$ cat config.mk
export PLATFORM = sky130hd
export DESIGN_NAME = ctrl_top
export DESIGN_NICKNAME = d
export VERILOG_FILES = /design/src/common/axil_pkg.sv /design/src/common/ctrl_map_pkg.sv /design/src/reg_bank/axil_reg_bank.sv /design/src/verilog/axil_addr_decode.sv /design/src/verilog/axil_resp_mux.sv /design/src/verilog/ctrl_top.sv
export SDC_FILE = /design/constraint.sdc
export NUM_CORES = 1
export LEC_CHECK = 0
export ABC_AREA = 0
export BUFFER_PORTS_ARGS = -buffer_cell sky130_fd_sc_hd__buf_2
export CAP_MARGIN = 0
export CORE_MARGIN = 1
export CORE_UTILIZATION = 45
export DETAILED_ROUTE_END_ITERATION = 7
export GPL_TIMING_DRIVEN = 1
export PLACE_DENSITY_LB_ADDON = 0.08
export SLEW_MARGIN = 20
export SYNTH_ARGS = -nofsm -noshare
export SYNTH_HDL_FRONTEND = slang
export SYNTH_HIERARCHICAL = 1
export SYNTH_SLANG_ARGS = --single-unit
$ cat constraint.sdc
create_clock -name clk_i -period 22.1 [get_ports clk_i]
set_input_delay 3.315 -clock clk_i [delete_from_list [all_inputs] [get_ports clk_i]]
set_output_delay 3.315 -clock clk_i [all_outputs]
set_load 0.03 [all_outputs]
$ cat src/common/axil_pkg.sv
package axil_pkg;

    // ~~~~~~~~~~~~~~~~~~~~
    // bus widths
    // ~~~~~~~~~~~~~~~~~~~~

    localparam int ADDR_WIDTH = 32;
    localparam int DATA_WIDTH = 32;
    localparam int STRB_WIDTH = DATA_WIDTH / 8;
    localparam int PROT_WIDTH = 3;
    localparam int RESP_WIDTH = 2;

    typedef logic [ADDR_WIDTH-1:0] addr_t;  // byte address.
    typedef logic [DATA_WIDTH-1:0] data_t;
    typedef logic [STRB_WIDTH-1:0] strb_t;  // one bit per byte lane.
    typedef logic [PROT_WIDTH-1:0] prot_t;
    typedef logic [RESP_WIDTH-1:0] resp_t;

    // ~~~~~~~~~~~~~~~~~~~~
    // response codes
    // ~~~~~~~~~~~~~~~~~~~~

    localparam resp_t RESP_OKAY   = 2'b00;
    localparam resp_t RESP_DECERR = 2'b11;  // no slave at that address.

endpackage

$ cat src/common/ctrl_map_pkg.sv
package ctrl_map_pkg;

    // ~~~~~~~~~~~~~~~~~~~~
    // control address map
    // ~~~~~~~~~~~~~~~~~~~~

    // slave 0 window starts here, the rest follow back to back.
    localparam axil_pkg::addr_t CTRL_BASE_ADDR = 32'h43c0_0000;

    // one 64 KiB window per slave.
    localparam axil_pkg::addr_t SLAVE_SPAN = 32'h0001_0000;

    localparam int SLAVE_NUM_MAX = 8;

    typedef logic [$clog2(SLAVE_NUM_MAX)-1:0] slave_idx_t;  // selects one window.

endpackage

$ cat src/reg_bank/axil_reg_bank.sv
module axil_reg_bank #(
    parameter int REG_NUM = 4
) (
    input  logic clk_i,
    input  logic rst_i,

    input  logic            wr_valid_i,
    output logic            wr_ready_o,
    input  axil_pkg::addr_t wr_addr_i,
    input  axil_pkg::data_t wr_data_i,
    input  axil_pkg::strb_t wr_strb_i,

    output logic bvalid_o,
    input  logic bready_i,

    input  logic            rd_valid_i,
    output logic            rd_ready_o,
    input  axil_pkg::addr_t rd_addr_i,

    output logic            rvalid_o,
    output axil_pkg::data_t rdata_o,
    input  logic            rready_i
);

    import axil_pkg::*;

    localparam int IDX_W = $clog2(REG_NUM);

    typedef logic [IDX_W-1:0] reg_idx_t;

    data_t    regs [REG_NUM];
    reg_idx_t wr_idx;
    reg_idx_t rd_idx;
    logic     wr_acc;
    logic     rd_acc;

    // word index, upper offset bits alias.
    assign wr_idx = wr_addr_i[2+:IDX_W];
    assign rd_idx = rd_addr_i[2+:IDX_W];

    // one response at a time per direction.
    assign wr_ready_o = !bvalid_o;
    assign rd_ready_o = !rvalid_o;

    assign wr_acc = wr_valid_i && wr_ready_o;
    assign rd_acc = rd_valid_i && rd_ready_o;

    // ~~~~~~~~~~~~~~~~~~~~
    // write side
    // ~~~~~~~~~~~~~~~~~~~~

    always_ff @(posedge clk_i) begin
        if (rst_i) begin
            bvalid_o <= 1'b0;
            for (int r = 0; r < REG_NUM; r++) begin
                regs[r] <= '0;  // registers read back zero after reset.
            end
        end else begin
            if (wr_acc) begin
                for (int b = 0; b < STRB_WIDTH; b++) begin
                    if (wr_strb_i[b]) regs[wr_idx][8*b+:8] <= wr_data_i[8*b+:8];
                end
                bvalid_o <= 1'b1;
            end else if (bready_i) begin
                bvalid_o <= 1'b0;
            end
        end
    end

    // ~~~~~~~~~~~~~~~~~~~~
    // read side
    // ~~~~~~~~~~~~~~~~~~~~

    always_ff @(posedge clk_i) begin
        if (rst_i) begin
            rvalid_o <= 1'b0;
        end else if (rd_acc) begin
            rvalid_o <= 1'b1;
        end else if (rready_i) begin
            rvalid_o <= 1'b0;
        end
    end

    always_ff @(posedge clk_i) begin
        if (rd_acc) rdata_o <= regs[rd_idx];  // held until taken.
    end

endmodule

$ cat src/verilog/axil_addr_decode.sv
module axil_addr_decode #(
    parameter int SLAVE_NUM = 3
) (
    input  logic clk_i,
    input  logic rst_i,

    input  axil_pkg::addr_t awaddr_i,
    input  logic            awvalid_i,
    output logic            awready_o,
    input  axil_pkg::data_t wdata_i,
    input  axil_pkg::strb_t wstrb_i,
    input  logic            wvalid_i,
    output logic            wready_o,
    input  axil_pkg::addr_t araddr_i,
    input  logic            arvalid_i,
    output logic            arready_o,

    output logic [SLAVE_NUM-1:0] wr_req_valid_o,
    input  logic [SLAVE_NUM-1:0] wr_req_ready_i,
    output axil_pkg::addr_t      wr_addr_o,
    output axil_pkg::data_t      wr_data_o,
    output axil_pkg::strb_t      wr_strb_o,
    output logic [SLAVE_NUM-1:0] rd_req_valid_o,
    input  logic [SLAVE_NUM-1:0] rd_req_ready_i,
    output axil_pkg::addr_t      rd_addr_o,

    output logic                     wr_miss_o,
    output logic                     rd_miss_o,
    output ctrl_map_pkg::slave_idx_t wr_sel_o,
    output ctrl_map_pkg::slave_idx_t rd_sel_o,
    input  logic                     wr_done_i,
    input  logic                     rd_done_i
);

    import axil_pkg::*;
    import ctrl_map_pkg::*;

    typedef enum logic [1:0] {
        IDLE,
        FWD,
        WAIT
    } state_t;

    state_t wr_state;
    state_t rd_state;

    addr_t      wr_addr_q;
    data_t      wr_data_q;
    strb_t      wr_strb_q;
    slave_idx_t wr_sel_q;
    logic       wr_miss_q;
    addr_t      rd_addr_q;
    slave_idx_t rd_sel_q;
    logic       rd_miss_q;

    logic wr_hs;
    logic rd_hs;
    logic wr_acc;
    logic rd_acc;

    // offset wraps for addresses below the base, so one compare covers both ends.
    function automatic logic addr_hit(input addr_t addr);
        addr_t offset;
        offset = addr - CTRL_BASE_ADDR;
        return offset < (addr_t'(SLAVE_NUM) * SLAVE_SPAN);
    endfunction

    function automatic slave_idx_t addr_idx(input addr_t addr);
        addr_t window;
        window = (addr - CTRL_BASE_ADDR) / SLAVE_SPAN;
        return slave_idx_t'(window);
    endfunction

    // ~~~~~~~~~~~~~~~~~~~~
    // master handshakes
    // ~~~~~~~~~~~~~~~~~~~~

    assign wr_hs     = (wr_state == IDLE) && awvalid_i && wvalid_i;  // aw and w together.
    assign awready_o = wr_hs;
    assign wready_o  = wr_hs;
    assign rd_hs     = (rd_state == IDLE) && arvalid_i;
    assign arready_o = rd_hs;

    always_comb begin
        for (int i = 0; i < SLAVE_NUM; i++) begin
            wr_req_valid_o[i] = (wr_state == FWD) && !wr_miss_q && (wr_sel_q == slave_idx_t'(i));
            rd_req_valid_o[i] = (rd_state == FWD) && !rd_miss_q && (rd_sel_q == slave_idx_t'(i));
        end
    end

    assign wr_miss_o = (wr_state == FWD) && wr_miss_q;
    assign rd_miss_o = (rd_state == FWD) && rd_miss_q;

    // the mux takes a miss at once.
    assign wr_acc = wr_miss_o || (|(wr_req_valid_o & wr_req_ready_i));
    assign rd_acc = rd_miss_o || (|(rd_req_valid_o & rd_req_ready_i));

    assign wr_addr_o = wr_addr_q;
    assign wr_data_o = wr_data_q;
    assign wr_strb_o = wr_strb_q;
    assign wr_sel_o  = wr_sel_q;
    assign rd_addr_o = rd_addr_q;
    assign rd_sel_o  = rd_sel_q;

    // ~~~~~~~~~~~~~~~~~~~~
    // state machines
    // ~~~~~~~~~~~~~~~~~~~~

    always_ff @(posedge clk_i) begin
        if (rst_i) begin
            wr_state <= IDLE;
        end else begin
            case (wr_state)
                IDLE:    if (wr_hs) wr_state <= FWD;
                FWD:     if (wr_acc) wr_state <= WAIT;
                WAIT:    if (wr_done_i) wr_state <= IDLE;  // B handshake seen.
                default: wr_state <= IDLE;
            endcase
        end
    end

    always_ff @(posedge clk_i) begin
        if (rst_i) begin
            rd_state <= IDLE;
        end else begin
            case (rd_state)
                IDLE:    if (rd_hs) rd_state <= FWD;
                FWD:     if (rd_acc) rd_state <= WAIT;
                WAIT:    if (rd_done_i) rd_state <= IDLE;
                default: rd_state <= IDLE;
            endcase
        end
    end

    // forward stage, loaded on the master handshake.
    always_ff @(posedge clk_i) begin
        if (wr_hs) begin
            wr_addr_q <= awaddr_i;
            wr_data_q <= wdata_i;
            wr_strb_q <= wstrb_i;
            wr_sel_q  <= addr_idx(awaddr_i);
            wr_miss_q <= !addr_hit(awaddr_i);
        end
        if (rd_hs) begin
            rd_addr_q <= araddr_i;
            rd_sel_q  <= addr_idx(araddr_i);
            rd_miss_q <= !addr_hit(araddr_i);
        end
    end

endmodule

$ cat src/verilog/axil_resp_mux.sv
module axil_resp_mux #(
    parameter int SLAVE_NUM = 3
) (
    input  logic clk_i,
    input  logic rst_i,

    input  ctrl_map_pkg::slave_idx_t wr_sel_i,
    input  ctrl_map_pkg::slave_idx_t rd_sel_i,
    input  logic                     wr_miss_i,
    input  logic                     rd_miss_i,

    input  logic [SLAVE_NUM-1:0]            bank_bvalid_i,
    output logic [SLAVE_NUM-1:0]            bank_bready_o,
    input  logic [SLAVE_NUM-1:0]            bank_rvalid_i,
    output logic [SLAVE_NUM-1:0]            bank_rready_o,
    input  axil_pkg::data_t [SLAVE_NUM-1:0] bank_rdata_i,

    output logic            bvalid_o,
    output axil_pkg::resp_t bresp_o,
    input  logic            bready_i,
    output logic            rvalid_o,
    output axil_pkg::data_t rdata_o,
    output axil_pkg::resp_t rresp_o,
    input  logic            rready_i,

    output logic wr_done_o,
    output logic rd_done_o
);

    import axil_pkg::*;
    import ctrl_map_pkg::*;

    logic                 wr_miss_pend;
    logic                 rd_miss_pend;
    logic [SLAVE_NUM-1:0] wr_onehot;
    logic [SLAVE_NUM-1:0] rd_onehot;
    logic                 wr_take;
    logic                 rd_take;
    data_t                rd_sel_data;

    always_comb begin
        rd_sel_data = '0;
        for (int i = 0; i < SLAVE_NUM; i++) begin
            wr_onehot[i] = (wr_sel_i == slave_idx_t'(i));
            rd_onehot[i] = (rd_sel_i == slave_idx_t'(i));
            if (rd_onehot[i]) rd_sel_data = bank_rdata_i[i];
        end
    end

    // a pending miss acts as a DECERR slave.
    assign bank_bready_o = {SLAVE_NUM{!bvalid_o && !wr_miss_pend}} & wr_onehot;
    assign bank_rready_o = {SLAVE_NUM{!rvalid_o && !rd_miss_pend}} & rd_onehot;

    assign wr_take = !bvalid_o && (wr_miss_pend || (|(bank_bvalid_i & wr_onehot)));
    assign rd_take = !rvalid_o && (rd_miss_pend || (|(bank_rvalid_i & rd_onehot)));

    assign wr_done_o = bvalid_o && bready_i;
    assign rd_done_o = rvalid_o && rready_i;

    // ~~~~~~~~~~~~~~~~~~~~
    // response registers
    // ~~~~~~~~~~~~~~~~~~~~

    always_ff @(posedge clk_i) begin
        if (rst_i) begin
            wr_miss_pend <= 1'b0;
            rd_miss_pend <= 1'b0;
            bvalid_o     <= 1'b0;
            rvalid_o     <= 1'b0;
        end else begin
            if (wr_miss_i) wr_miss_pend <= 1'b1;
            else if (wr_take) wr_miss_pend <= 1'b0;
            if (rd_miss_i) rd_miss_pend <= 1'b1;
            else if (rd_take) rd_miss_pend <= 1'b0;

            if (wr_take) bvalid_o <= 1'b1;
            else if (wr_done_o) bvalid_o <= 1'b0;
            if (rd_take) rvalid_o <= 1'b1;
            else if (rd_done_o) rvalid_o <= 1'b0;
        end
    end

    always_ff @(posedge clk_i) begin
        if (wr_take) bresp_o <= wr_miss_pend ? RESP_DECERR : RESP_OKAY;
        if (rd_take) begin
            rresp_o <= rd_miss_pend ? RESP_DECERR : RESP_OKAY;
            rdata_o <= rd_miss_pend ? '0 : rd_sel_data;  // zero data on a miss.
        end
    end

endmodule

$ cat src/verilog/ctrl_top.sv
module ctrl_top #(
    parameter int SLAVE_NUM = 3,
    parameter int REG_NUM   = 4
) (
    input  logic clk_i,
    input  logic rst_i,

    input  axil_pkg::addr_t awaddr_i,
    input  axil_pkg::prot_t awprot_i,  // accepted, not used.
    input  logic            awvalid_i,
    output logic            awready_o,
    input  axil_pkg::data_t wdata_i,
    input  axil_pkg::strb_t wstrb_i,
    input  logic            wvalid_i,
    output logic            wready_o,
    output logic            bvalid_o,
    output axil_pkg::resp_t bresp_o,
    input  logic            bready_i,

    input  axil_pkg::addr_t araddr_i,
    input  axil_pkg::prot_t arprot_i,  // accepted, not used.
    input  logic            arvalid_i,
    output logic            arready_o,
    output logic            rvalid_o,
    output axil_pkg::data_t rdata_o,
    output axil_pkg::resp_t rresp_o,
    input  logic            rready_i
);

    import axil_pkg::*;
    import ctrl_map_pkg::*;

    // ~~~~~~~~~~~~~~~~~~~~
    // decoder to banks
    // ~~~~~~~~~~~~~~~~~~~~

    logic [SLAVE_NUM-1:0] wr_req_valid;
    logic [SLAVE_NUM-1:0] wr_req_ready;
    logic [SLAVE_NUM-1:0] rd_req_valid;
    logic [SLAVE_NUM-1:0] rd_req_ready;
    addr_t                wr_addr;
    data_t                wr_data;
    strb_t                wr_strb;
    addr_t                rd_addr;

    logic       wr_miss;
    logic       rd_miss;
    slave_idx_t wr_sel;
    slave_idx_t rd_sel;
    logic       wr_done;
    logic       rd_done;

    // ~~~~~~~~~~~~~~~~~~~~
    // banks to mux
    // ~~~~~~~~~~~~~~~~~~~~

    logic [SLAVE_NUM-1:0]  bank_bvalid;
    logic [SLAVE_NUM-1:0]  bank_bready;
    logic [SLAVE_NUM-1:0]  bank_rvalid;
    logic [SLAVE_NUM-1:0]  bank_rready;
    data_t [SLAVE_NUM-1:0] bank_rdata;

    axil_addr_decode #(
        .SLAVE_NUM(SLAVE_NUM)
    ) i_addr_decode (
        .clk_i         (clk_i),
        .rst_i         (rst_i),
        .awaddr_i      (awaddr_i),
        .awvalid_i     (awvalid_i),
        .awready_o     (awready_o),
        .wdata_i       (wdata_i),
        .wstrb_i       (wstrb_i),
        .wvalid_i      (wvalid_i),
        .wready_o      (wready_o),
        .araddr_i      (araddr_i),
        .arvalid_i     (arvalid_i),
        .arready_o     (arready_o),
        .wr_req_valid_o(wr_req_valid),
        .wr_req_ready_i(wr_req_ready),
        .wr_addr_o     (wr_addr),
        .wr_data_o     (wr_data),
        .wr_strb_o     (wr_strb),
        .rd_req_valid_o(rd_req_valid),
        .rd_req_ready_i(rd_req_ready),
        .rd_addr_o     (rd_addr),
        .wr_miss_o     (wr_miss),
        .rd_miss_o     (rd_miss),
        .wr_sel_o      (wr_sel),
        .rd_sel_o      (rd_sel),
        .wr_done_i     (wr_done),
        .rd_done_i     (rd_done)
    );

    // one bank per 64 KiB window.
    for (genvar i = 0; i < SLAVE_NUM; i++) begin : g_bank
        axil_reg_bank #(
            .REG_NUM(REG_NUM)
        ) i_reg_bank (
            .clk_i     (clk_i),
            .rst_i     (rst_i),
            .wr_valid_i(wr_req_valid[i]),
            .wr_ready_o(wr_req_ready[i]),
            .wr_addr_i (wr_addr),
            .wr_data_i (wr_data),
            .wr_strb_i (wr_strb),
            .bvalid_o  (bank_bvalid[i]),
            .bready_i  (bank_bready[i]),
            .rd_valid_i(rd_req_valid[i]),
            .rd_ready_o(rd_req_ready[i]),
            .rd_addr_i (rd_addr),
            .rvalid_o  (bank_rvalid[i]),
            .rdata_o   (bank_rdata[i]),
            .rready_i  (bank_rready[i])
        );
    end

    axil_resp_mux #(
        .SLAVE_NUM(SLAVE_NUM)
    ) i_resp_mux (
        .clk_i        (clk_i),
        .rst_i        (rst_i),
        .wr_sel_i     (wr_sel),
        .rd_sel_i     (rd_sel),
        .wr_miss_i    (wr_miss),
        .rd_miss_i    (rd_miss),
        .bank_bvalid_i(bank_bvalid),
        .bank_bready_o(bank_bready),
        .bank_rvalid_i(bank_rvalid),
        .bank_rready_o(bank_rready),
        .bank_rdata_i (bank_rdata),
        .bvalid_o     (bvalid_o),
        .bresp_o      (bresp_o),
        .bready_i     (bready_i),
        .rvalid_o     (rvalid_o),
        .rdata_o      (rdata_o),
        .rresp_o      (rresp_o),
        .rready_i     (rready_i),
        .wr_done_o    (wr_done),
        .rd_done_o    (rd_done)
    );

endmodule

==> Yosys cells after proc, flatten, opt, wreduce, memory -nomap -nowiden <==
Memory sizes are Yosys's and may differ from the RTL's. A register that Yosys moved wholly into a read port is not among the register bits.
Cells that the tools add are included.
{ "op_classes": {"add_sub_neg": 2, "n_lt_le_gt_ge": 2, "eq_ne": 14, "muxes": 84, "n_bitwise": 6, "reduce_logical": 66} }
{ "op_table": {"columns": ["cell", "n"], "rows": [
  ["32-bit 2-to-1 mux", 6],
  ["32-bit OR reduction", 3],
  ["32-bit by 18-bit less-than comparator with 1-bit output, second input constant", 2],
  ["32-bit by 31-bit subtractor with 32-bit output, second input constant", 2],
  ["1-bit 2-to-1 mux", 62],
  ["1-bit logical AND", 25],
  ["2-bit 2-to-1 mux", 11],
  ["2-bit nonzero test", 10],
  ["3-bit bitwise AND", 6],
  ["1-bit zero test", 14],
  ["4-bit 2-to-1 mux", 3],
  ["2-bit one-hot mux with 3 select lines", 2],
  ["3-bit OR reduction", 4],
  ["2-bit by 1-bit inequality test with 1-bit output, second input constant", 4],
  ["3-bit by 1-bit == test with 1-bit output, second input constant", 2],
  ["3-bit by 2-bit == test with 1-bit output, second input constant", 2],
  ["3-bit zero test", 2],
  ["3-bit AND reduction", 2],
  ["2-bit by 1-bit == test with 1-bit output, second input constant", 2],
  ["2-bit == test, second input constant", 2],
  ["2-bit zero test", 2],
  ["1-bit logical OR", 4],
  ["2-bit inequality test, second input constant", 2]
]} }
{ "word_totals": {"ff_bits": 102, "ramBits": 384, "output_inout_bits": 41, "mem_count": 3} }
{ "mem_list": {"columns": ["memory", "words", "width", "rd", "rd_clocked_by_memory_dff", "write_ports", "line_no", "text"], "rows": [
  ["g_bank[0].i_reg_bank.regs", 4, 32, 1, 1, 4, "axil_reg_bank.sv:31", "data_t regs [REG_NUM];"],
  ["g_bank[1].i_reg_bank.regs", 4, 32, 1, 1, 4, "axil_reg_bank.sv:31", null],
  ["g_bank[2].i_reg_bank.regs", 4, 32, 1, 1, 4, "axil_reg_bank.sv:31", null]
]} }

==> Longest topological paths before layout <==
Gate-level depths: netlist of run 1.
{ "depth": {"depth_word": 9, "mapped_depth": 8, "mapped_depth_nobuf": 6} }

==> Hierarchy <==
Netlist of run 1, hierarchy kept.
{ "modules_own_cells": {"columns": ["mod", "instances", "cells_each", "area_each_um2", "seq_area_each_um2"], "rows": [
  ["axil_reg_bank (g_bank[0].i_reg_bank ...)", 2, 453, 7552.2, 4844.6],
  ["axil_reg_bank (g_bank[2].i_reg_bank)", 1, 453, 7576.0, 4844.6],
  ["axil_addr_decode", 1, 162, 3532.1, 3143.0],
  ["axil_resp_mux", 1, 187, 2258.4, 1101.1]
]} }

==> Worst setup path before layout of run 1 <==
Ideal clock, no wire load.
{ "synth_path": {"path_type": "input-to-output", "startpoint": "input port wvalid_i", "endpoint": "output port wready_o", "t_arrival_ns": 9.460, "required_ns": 18.785, "setup_slack_ns": 9.325, "stages": 3, "path_buffers": 1, "path_cell_list": "nand2_1 -> nor3_1 -> buf_4"} }
{ "synth_between": {"elab_chain_cells": 1} }
{ "synth_rtl": {"columns": ["item", "line_no", "text"], "rows": [
  ["start, declared", "ctrl_top.sv:14", "input logic wvalid_i,"],
  ["1-bit logical AND", "axil_addr_decode.sv:78", "assign wr_hs = (wr_state == IDLE) && awvalid_i && wvalid_i;"],
  ["end, declared", "ctrl_top.sv:15", "output logic wready_o,"]
]} }
Every way passes these cells.

==> Final worst setup path of run 1 <==
{ "layout_path": {"startpoint": "input port wvalid_i", "endpoint": "output port awready_o"} }
{ "layout_between": {"elab_chain_cells": 1} }
{ "layout_rtl": {"columns": ["item", "line_no", "text"], "rows": [
  ["1-bit logical AND", "axil_addr_decode.sv:78", null],
  ["end, declared", "ctrl_top.sv:11", "output logic awready_o,"]
]} }
Every way passes these cells.

==> flow_summary.json, run 1 <==
{
  "place_area_um2": 28100,
  "rows": 89,
  "clk_pin_slew_worst_paths_ns": 0.06,
  "fmax_mhz": 131,
  "io_pins": 154,
  "die_h_um": 246,
  "crit_buf_inv": 2,
  "syn_nets": 1767,
  "hold_viol_final": 0,
  "drt-total-wl_um": 75400,
  "cpMostUsedCell": "buf_2",
  "setup_violations": 0,
  "postCtsSetupBuffers": 0,
  "critPathKind": "input pin to primary output",
  "grt_antenna_before_repair": 1,
  "rsz0062_at_grt": "no",
  "syn_area_per_cell_um2": 16.2,
  "grt_remaining_overflow": 0,
  "cts_buffers": 61,
  "p_sw_mw": 0.563,
  "hpwlAfterDp_um": 45500,
  "grt_pass1_wl_um": 109000,
  "crit_family": "simple AND/OR/NAND/NOR gates",
  "num-fill-cells": 4897,
  "finalSetupTns_ns": 0,
  "grt_max_degree": 141,
  "slowest_delay_ns": 0.54,
  "cap_violations": 0,
  "relSlewSlack_pct": 29.7,
  "finalClockSkew_ns": 0.0294,
  "layout_commonest_cell": "edfxtp_1",
  "path_max_fanout": 15,
  "gp_congestion": 0.771,
  "cts-root-buf": "clkbuf_16",
  "p_int_mw": 1.88,
  "syn_area_um2": 26800,
  "hp-class": "register to register",
  "yosys_warnings": 6,
  "cp_data_arrival_time_ns": 4.34,
  "vias": 16400,
  "p_clk_share_pct": 41.3,
  "cts_resized": 0,
  "grt_pass1_vias": 15800,
  "outcome": "finished clean",
  "post-route-cell-area_um2": 30100,
  "drive_gt1_share_pct": 30.0,
  "clockBufferDepth": 3,
  "worstPathCellList": "buf_2, nand2_1, nor3_4, buf_2",
  "antenna_left": 0,
  "tightestPinTransition_ns": 1.05,
  "drt_iter0_markers": 1509,
  "fin_crit_ns": 7.66,
  "core_um2": 59000,
  "maxSlewViolCount": 0,
  "ir_drop_mv": 0.0624,
  "cp.required_ns": 18.78,
  "hold_buffers": 0,
  "finalCritPeriodShare_pct": 34.6,
  "startpoint_type": "input pin",
  "switching_share_pct": 23.0,
  "final_cell_mix": "562 x edfxtp_1, 210 x a2111oi_0, 138 x nand2b_1",
  "drc_errors": 0,
  "fp.dieArea_um2": 60600,
  "syn_inst": 1654,
  "grt.total_usage_pct": 24.8,
  "io_buffers": 119,
  "cp_slowest_cell": "nor3_4",
  "combPwrFrac_pct": 7.2,
  "power_frac_seq_pct": 51.4,
  "tritoncts": "built",
  "power_density_nw_per_um2": 81.2,
  "cts.sinks": 576,
  "fin_nets": 1796,
  "die_w_um": 246,
  "first_pass_iters": 5,
  "critPathCaptureType": "primary output",
  "synthToLayoutAreaGrowth_pct": 12.1,
  "ctsHtreeMaxLevel": 2,
  "viasPerCell": 6.55,
  "initial_utilization_pct": 45.5,
  "p_leak_nw": 8.93,
  "wire_per_inst_um": 30.1,
  "clkLatencyLatePin_ns": 0.63
}
[flip-flops by register name (all words and copies together), names as in the netlist, 4 cells and up]
register,cells
i_resp_mux/rdata_o,32
i_addr_decode/wr_strb_o,4
i_addr_decode/wr_addr_o,5
i_addr_decode/wr_data_o,32
i_addr_decode/rd_addr_o,5
g_bank.i_reg_bank/rdata_o,96
g_bank.i_reg_bank/regs,384
[path summary, 6_finish.rpt]
check,depth (start not counted),to,startpoint,slack (ns)
max,4,awready_o,wvalid_i,14.44
min,0,i_resp_mux/bresp_o[0],i_resp_mux/wr_miss_pend,0.55
max reg2reg,7,g_bank[0].i_reg_bank/regs[0][23],i_addr_decode/wr_state[0],18.25
min reg2reg,0,i_resp_mux/bresp_o[0],i_resp_mux/wr_miss_pend,0.55
[layer usage]
| metal | vias to the layer above | track usage [%] | part of all wire (%) |
|---|---|---|---|
| li1 | 7159 | - | - |
| met4 | 0 | 7.75 | 2.6 |
| met3 | 91 | 4.99 | 7.0 |
| met1 | 8561 | 35.7 | 44 |
| met2 | 603 | 37.6 | 46 |
| met5 | - | 0 | 0 |
[metrics by stage]
step,util (%),power (mW),hold WS [ns],std cells,setup WS [ns]
2_1_floorplan,-,1.39,0.475,1654,11.30
3_3_place_gp,47.6,1.45,0.537,2389,14.21
3_5_place_dp,47.7,1.46,0.542,2391,14.13
4_1_cts,51.0,2.47,0.550,2504,14.11
5_1_grt,51.0,2.52,0.568,2506,14.34
6_report,51.0,2.45,0.553,2507,14.44
[power by group through the flow]
| stage | Combinational (mW) | Sequential (mW) | Clock [mW] |
|---|---|---|---|
| after CTS | 0.178 | 1.26 | 1.03 |
| after global placement | 0.175 | 1.28 | 0 |
| after detailed placement | 0.178 | 1.28 | 0 |
| after floorplan | 0.114 | 1.27 | 0 |
| final | 0.177 | 1.26 | 1.01 |
| after global routing | 0.189 | 1.26 | 1.07 |
[worst reg2reg max path: cells and delay by family, from the launching register on]
kind | cells | cell delay [ns]
flip-flops | 1 | 0.41
AND/OR/NAND/NOR | 4 | 1.50
AO/OA/AOI/OAI | 1 | 0.89
buffers and inverters | 2 | 0.65
[area by class of cell]
type                            instances  area [um2]  area share [%]
Inverter                               13        52.6           0.175
Clock buffer                           76        1630            5.40
Multi-Input combinational cell        848        8850            29.4
Sequential cell                       576       17200            57.0
Clock inverter                         37         319            1.06
Timing Repair Buffer                  183        1130            3.75
Antenna cell                            1        2.50         0.00831
Tap cell                              773         967            3.21
Note: power is estimated with default switching activity, not from simulation.
==> inputs of run 2 (changes only) <==
- clock period: 22.1 -> 6.19 ns (I/O delays scaled with it)
==> flow_summary.json, run 2 (synthesis results as in run 1) <==
{
  "outcome": "finished clean",
  "rows": 89,
  "grt_pass1_wl_um": 107000,
  "postCtsSetupBuffers": 0,
  "routed-wl-met2_um": 34200,
  "die_w_um": 246,
  "wl_met3_um": 4530,
  "cp.depth": 8,
  "slowest_delay_ns": 0.90,
  "critPathKind": "register to register",
  "crit_buf_inv": 3,
  "tightestPinTransition_ns": 1.13,
  "num-fill-cells": 4937,
  "hpwlAfterDp_um": 45800,
  "r2r.worst_path.cells": 8,
  "power_density_nw_per_um2": 292,
  "drc_errors": 0,
  "clkLatencyLatePin_ns": 0.59,
  "reg2reg_from": "i_addr_decode/wr_state[1]",
  "p_leak_nw": 9.06,
  "area.sequential_um2": 17200,
  "fp.dieArea_um2": 60600,
  "met1_length_um": 32600,
  "synthToLayoutAreaGrowth_pct": 12.7,
  "cpMostUsedCell": "buf_4",
  "combPwrFrac_pct": 7.1,
  "viasPerCell": 6.40,
  "setup_violations": 0,
  "core_um2": 59000,
  "n_antenna_cell": 0,
  "grt_antenna_before_repair": 0,
  "io_buffers": 119,
  "first_pass_iters": 7,
  "io_pins": 154,
  "r2r-end": "g_bank[1].i_reg_bank/regs[0][24]",
  "ir_drop_mv": 0.220,
  "cp_slowest_cell": "or4b_2",
  "antenna_left": 0,
  "hold_buffers": 0,
  "cp-endpoint": "g_bank[1].i_reg_bank/regs[0][24]",
  "cts-root-buf": "clkbuf_16",
  "clockBufferDepth": 3,
  "largest-register": "g_bank.i_reg_bank/regs",
  "finalClockSkew_ns": 0.0231,
  "cts_resized": 0,
  "switching_share_pct": 22.6,
  "power_frac_seq_pct": 50.8,
  "initial_utilization_pct": 45.5,
  "finalSetupTns_ns": 0,
  "hold_viol_final": 0,
  "largest_register_ffs": 384,
  "worstPathCellList": "and2b_1, nand2b_1, nor4b_1, buf_4, or4b_2, buf_4, o31ai_1, buf_4",
  "tritoncts": "built",
  "vias": 16200,
  "ctsHtreeMaxLevel": 3,
  "fin_nets": 1821,
  "multi_input_area_um2": 8740,
  "grt_remaining_overflow": 0,
  "cts_buffers": 66,
  "reg_top3": "g_bank.i_reg_bank/regs x384, g_bank.i_reg_bank/rdata_o x96",
  "finalCritPeriodShare_pct": 63.9,
  "clk_pin_slew_worst_paths_ns": 0.06,
  "final_cell_mix": "562 x edfxtp_1, 210 x a2111oi_0, 138 x nand2b_1",
  "path_max_fanout": 24,
  "drt-total-wl_um": 72800,
  "fmax_mhz": 253,
  "utilization_pct": 51.3,
  "crit_family": "simple AND/OR/NAND/NOR gates",
  "grt.total_usage_pct": 24.3,
  "critPathCaptureType": "register",
  "rsz0062_at_grt": "no",
  "r2r_setup_slack_ns": 2.23,
  "die_h_um": 246,
  "gp_congestion": 0.812,
  "placed_cells": 2411,
  "drt_iter0_markers": 1415,
  "cap_violations": 0,
  "layout_commonest_cell": "edfxtp_1",
  "wire_per_inst_um": 28.8,
  "p_sw_mw": 2.00,
  "dr.max_layer_used": "met4",
  "hp-class": "input pin to register",
  "cp.required_ns": 6.48,
  "p_int_mw": 6.84,
  "fin_crit_ns": 3.96,
  "crit_start": "i_addr_decode/wr_state[1]",
  "drive_gt1_share_pct": 29.7,
  "cp_data_arrival_time_ns": 4.25,
  "startpoint_type": "register",
  "relSlewSlack_pct": 25.0,
  "grt_max_degree": 141,
  "p_clk_share_pct": 42.1,
  "cts.sinks": 576,
  "final_cells": 2528,
  "grt_pass1_vias": 16000,
  "maxSlewViolCount": 0
}
-- run 2: layout make-up --
class	instances	area share, %
clock buffers	96	6.28
clock inverters	19	0.446
inverters	13	0.174
multi-input cells	848	28.9
flip-flops and latches	576	56.7
well taps	773	3.20
repair buffers	203	4.35
-- run 2: how the worst min path moves through the flow --
stage / slack, ns / cells after the start / end / start
6_report: 0.51 / 1 / i_addr_decode/wr_data_o[17] / wdata_i[17]
5_1_grt: 0.48 / 1 / i_addr_decode/wr_strb_o[1] / wstrb_i[1]
4_1_cts: 0.47 / 1 / i_addr_decode/wr_data_o[17] / wdata_i[17]
3_5_place_dp: 0.53 / 0 / i_resp_mux/bresp_o[0] / i_resp_mux/wr_miss_pend
3_3_place_gp: 0.51 / 2 / i_addr_decode/wr_state[1] / i_addr_decode/wr_miss_q
2_1_floorplan: 0.47 / 1 / g_bank[2].i_reg_bank/rvalid_o / g_bank[2].i_reg_bank/rvalid_o
-- run 2: stage by stage --
stage               area, um2  setup WS, ns  hold WS [ns]  total power [mW]
floorplan               26800         0.167         0.475              4.95
global placement        28200          2.28         0.514              5.18
detailed placement      28200          2.22         0.526              5.20
CTS                     30200          2.20         0.473              8.93
global route            30300          1.98         0.483              9.11
finish                  30300          2.23         0.506              8.84
-- run 2: layer usage --
metal  vias to the layer above  track usage (%)
li1                       7187                -
met1                      8371             35.1
met2                       529             38.0
met3                        89             4.24
met4                         0             6.19
met5                         -                0
-- run 2: power groups by stage --
stage / registers, mW / clock network [mW] / logic (mW)
floorplan: 4.54 / 0 / 0.407
finish: 4.49 / 3.72 / 0.627
global placement: 4.56 / 0 / 0.620
CTS: 4.49 / 3.81 / 0.630
detailed placement: 4.57 / 0 / 0.630
global route: 4.50 / 3.94 / 0.672
==> inputs of run 3 (changes only) <==
- clock period: 6.19 -> 3.6 ns (I/O delays scaled with it)
==> flow_summary.json, run 3 (synthesis results as in run 1) <==
{
  "drc_errors": 0,
  "fin_crit_ns": 3.30,
  "cap_violations": 0,
  "die_w_um": 246,
  "ctsHtreeMaxLevel": 3,
  "met1_length_um": 32800,
  "finalClockSkew_ns": 0.0196,
  "grt_pass1_wl_um": 112000,
  "p_leak_nw": 9.36,
  "combPwrFrac_pct": 7.7,
  "fmax_mhz": 303,
  "tritoncts": "built",
  "rsz0062_at_grt": "no",
  "finalSetupTns_ns": 0,
  "wl_met3_um": 4740,
  "n_antenna_cell": 0,
  "maxSlewViolCount": 0,
  "clkLatencyLatePin_ns": 0.59,
  "layout_commonest_cell": "edfxtp_1",
  "drt-total-wl_um": 75700,
  "cts-root-buf": "clkbuf_16",
  "p_int_mw": 11.6,
  "cts_buffers": 66,
  "setup_violations": 0,
  "io_pins": 154,
  "place_area_um2": 28700,
  "hold_viol_final": 0,
  "power_frac_seq_pct": 51.2,
  "critPathKind": "register to register",
  "drt_iter0_markers": 1632,
  "largest-register": "g_bank.i_reg_bank/regs",
  "wire_per_inst_um": 29.2,
  "clk_pin_slew_worst_paths_ns": 0.06,
  "io_buffers": 119,
  "grt_remaining_overflow": 0,
  "grt.total_usage_pct": 25.3,
  "postCtsSetupBuffers": 0,
  "outcome": "finished clean",
  "final_cell_mix": "562 x edfxtp_1, 210 x a2111oi_0, 141 x buf_4",
  "cts.sinks": 576,
  "hp-class": "input pin to register",
  "gp_congestion": 0.788,
  "drive_gt1_share_pct": 32.0,
  "first_pass_iters": 6,
  "critPathCaptureType": "register",
  "core_um2": 59000,
  "switching_share_pct": 23.1,
  "post-route-cell-area_um2": 30700,
  "fin_nets": 1888,
  "die_h_um": 246,
  "power_mw": 15.0,
  "ir_drop_mv": 0.367,
  "hold_buffers": 0,
  "rows": 89,
  "synthToLayoutAreaGrowth_pct": 14.3,
  "fp.dieArea_um2": 60600,
  "startpoint_type": "register",
  "viasPerCell": 6.41,
  "placed_cells": 2480,
  "dr.max_layer_used": "met4",
  "finalCritPeriodShare_pct": 91.7,
  "clockBufferDepth": 3,
  "p_sw_mw": 3.48,
  "grt_pass1_vias": 16400,
  "hpwlAfterDp_um": 48600,
  "path_max_fanout": 9,
  "final_cells": 2594,
  "vias": 16600,
  "routed-wl-met2_um": 37100,
  "reg_top3": "g_bank.i_reg_bank/regs x384, g_bank.i_reg_bank/rdata_o x96",
  "cp_data_arrival_time_ns": 3.59,
  "grt_max_degree": 122,
  "power_density_nw_per_um2": 490,
  "grt_antenna_before_repair": 1,
  "tightestPinTransition_ns": 1.07,
  "largest_register_ffs": 384,
  "initial_utilization_pct": 45.5,
  "p_clk_share_pct": 41.1,
  "cp.required_ns": 3.89,
  "antenna_left": 0,
  "cts_resized": 0,
  "relSlewSlack_pct": 28.6
}
==> run 3: cell count changes in the layout (fill, tap and decap cells not counted), sizes merged <==
cell,delta
inv,+1
clkinv,+9
bufinv,-2
clkbuf,-9
buf,+67
==> run 3: power by group through the flow <==
| stage | Clock [mW] | Sequential [mW] | Combinational (mW) |
|---|---|---|---|
| detailed placement | 0 | 7.84 | 1.16 |
| CTS | 6.33 | 7.70 | 1.17 |
| floorplan | 0 | 7.81 | 0.699 |
| global route | 6.56 | 7.72 | 1.23 |
| finish | 6.18 | 7.70 | 1.16 |
| global placement | 0 | 7.84 | 1.15 |
==> run 3: worst max-delay path: stages, from the launching register on <==
cell	delay [ns]
dfxtp_1	0.33
and2b_1	0.25
nand2b_1	0.14
nor4b_1	0.44
buf_4	0.25
or4b_2	0.75
buf_4	0.26
o31ai_1	0.32
buf_4	0.24
==> run 3: layer usage <==
| layer | global-route usage [%] | vias up |
|---|---|---|
| met3 | 3.82 | 89 |
| met1 | 36.3 | 8608 |
| met5 | 0 | - |
| li1 | - | 7322 |
| met2 | 41.1 | 617 |
| met4 | 4.87 | 0 |
==> run 3: final cells by class <==
cell class                 count  area, um2
clock buffer                  87       1820
timing repair buffer         270       1870
multi-input combinational    848       8690
fill                        4899      28300
inverter                      13       52.6
clock inverter                27        128
sequential                   576      17200
tap                          773        967
==> run 3: worst paths after layout <==
path / end / start / cells after the start / slack [ns]
max: g_bank[2].i_reg_bank/regs[0][31] / i_addr_decode/wr_state[1] / 8 / 0.30
min: i_addr_decode/wr_data_o[30] / wdata_i[30] / 1 / 0.12
max reg2reg: g_bank[2].i_reg_bank/regs[0][31] / i_addr_decode/wr_state[1] / 8 / 0.30
min reg2reg: i_resp_mux/bresp_o[0] / i_resp_mux/wr_miss_pend / 0 / 0.54
==> run 3: per-stage QoR <==
step	util (%)	hold slack, ns	setup WS, ns
floorplan	-	0.475	0.0315
global placement	48.7	0.531	0.414
detailed placement	48.7	0.531	0.413
CTS	52.0	0.0785	0.397
global route	52.0	0.0787	0.206
finish	52.0	0.115	0.300
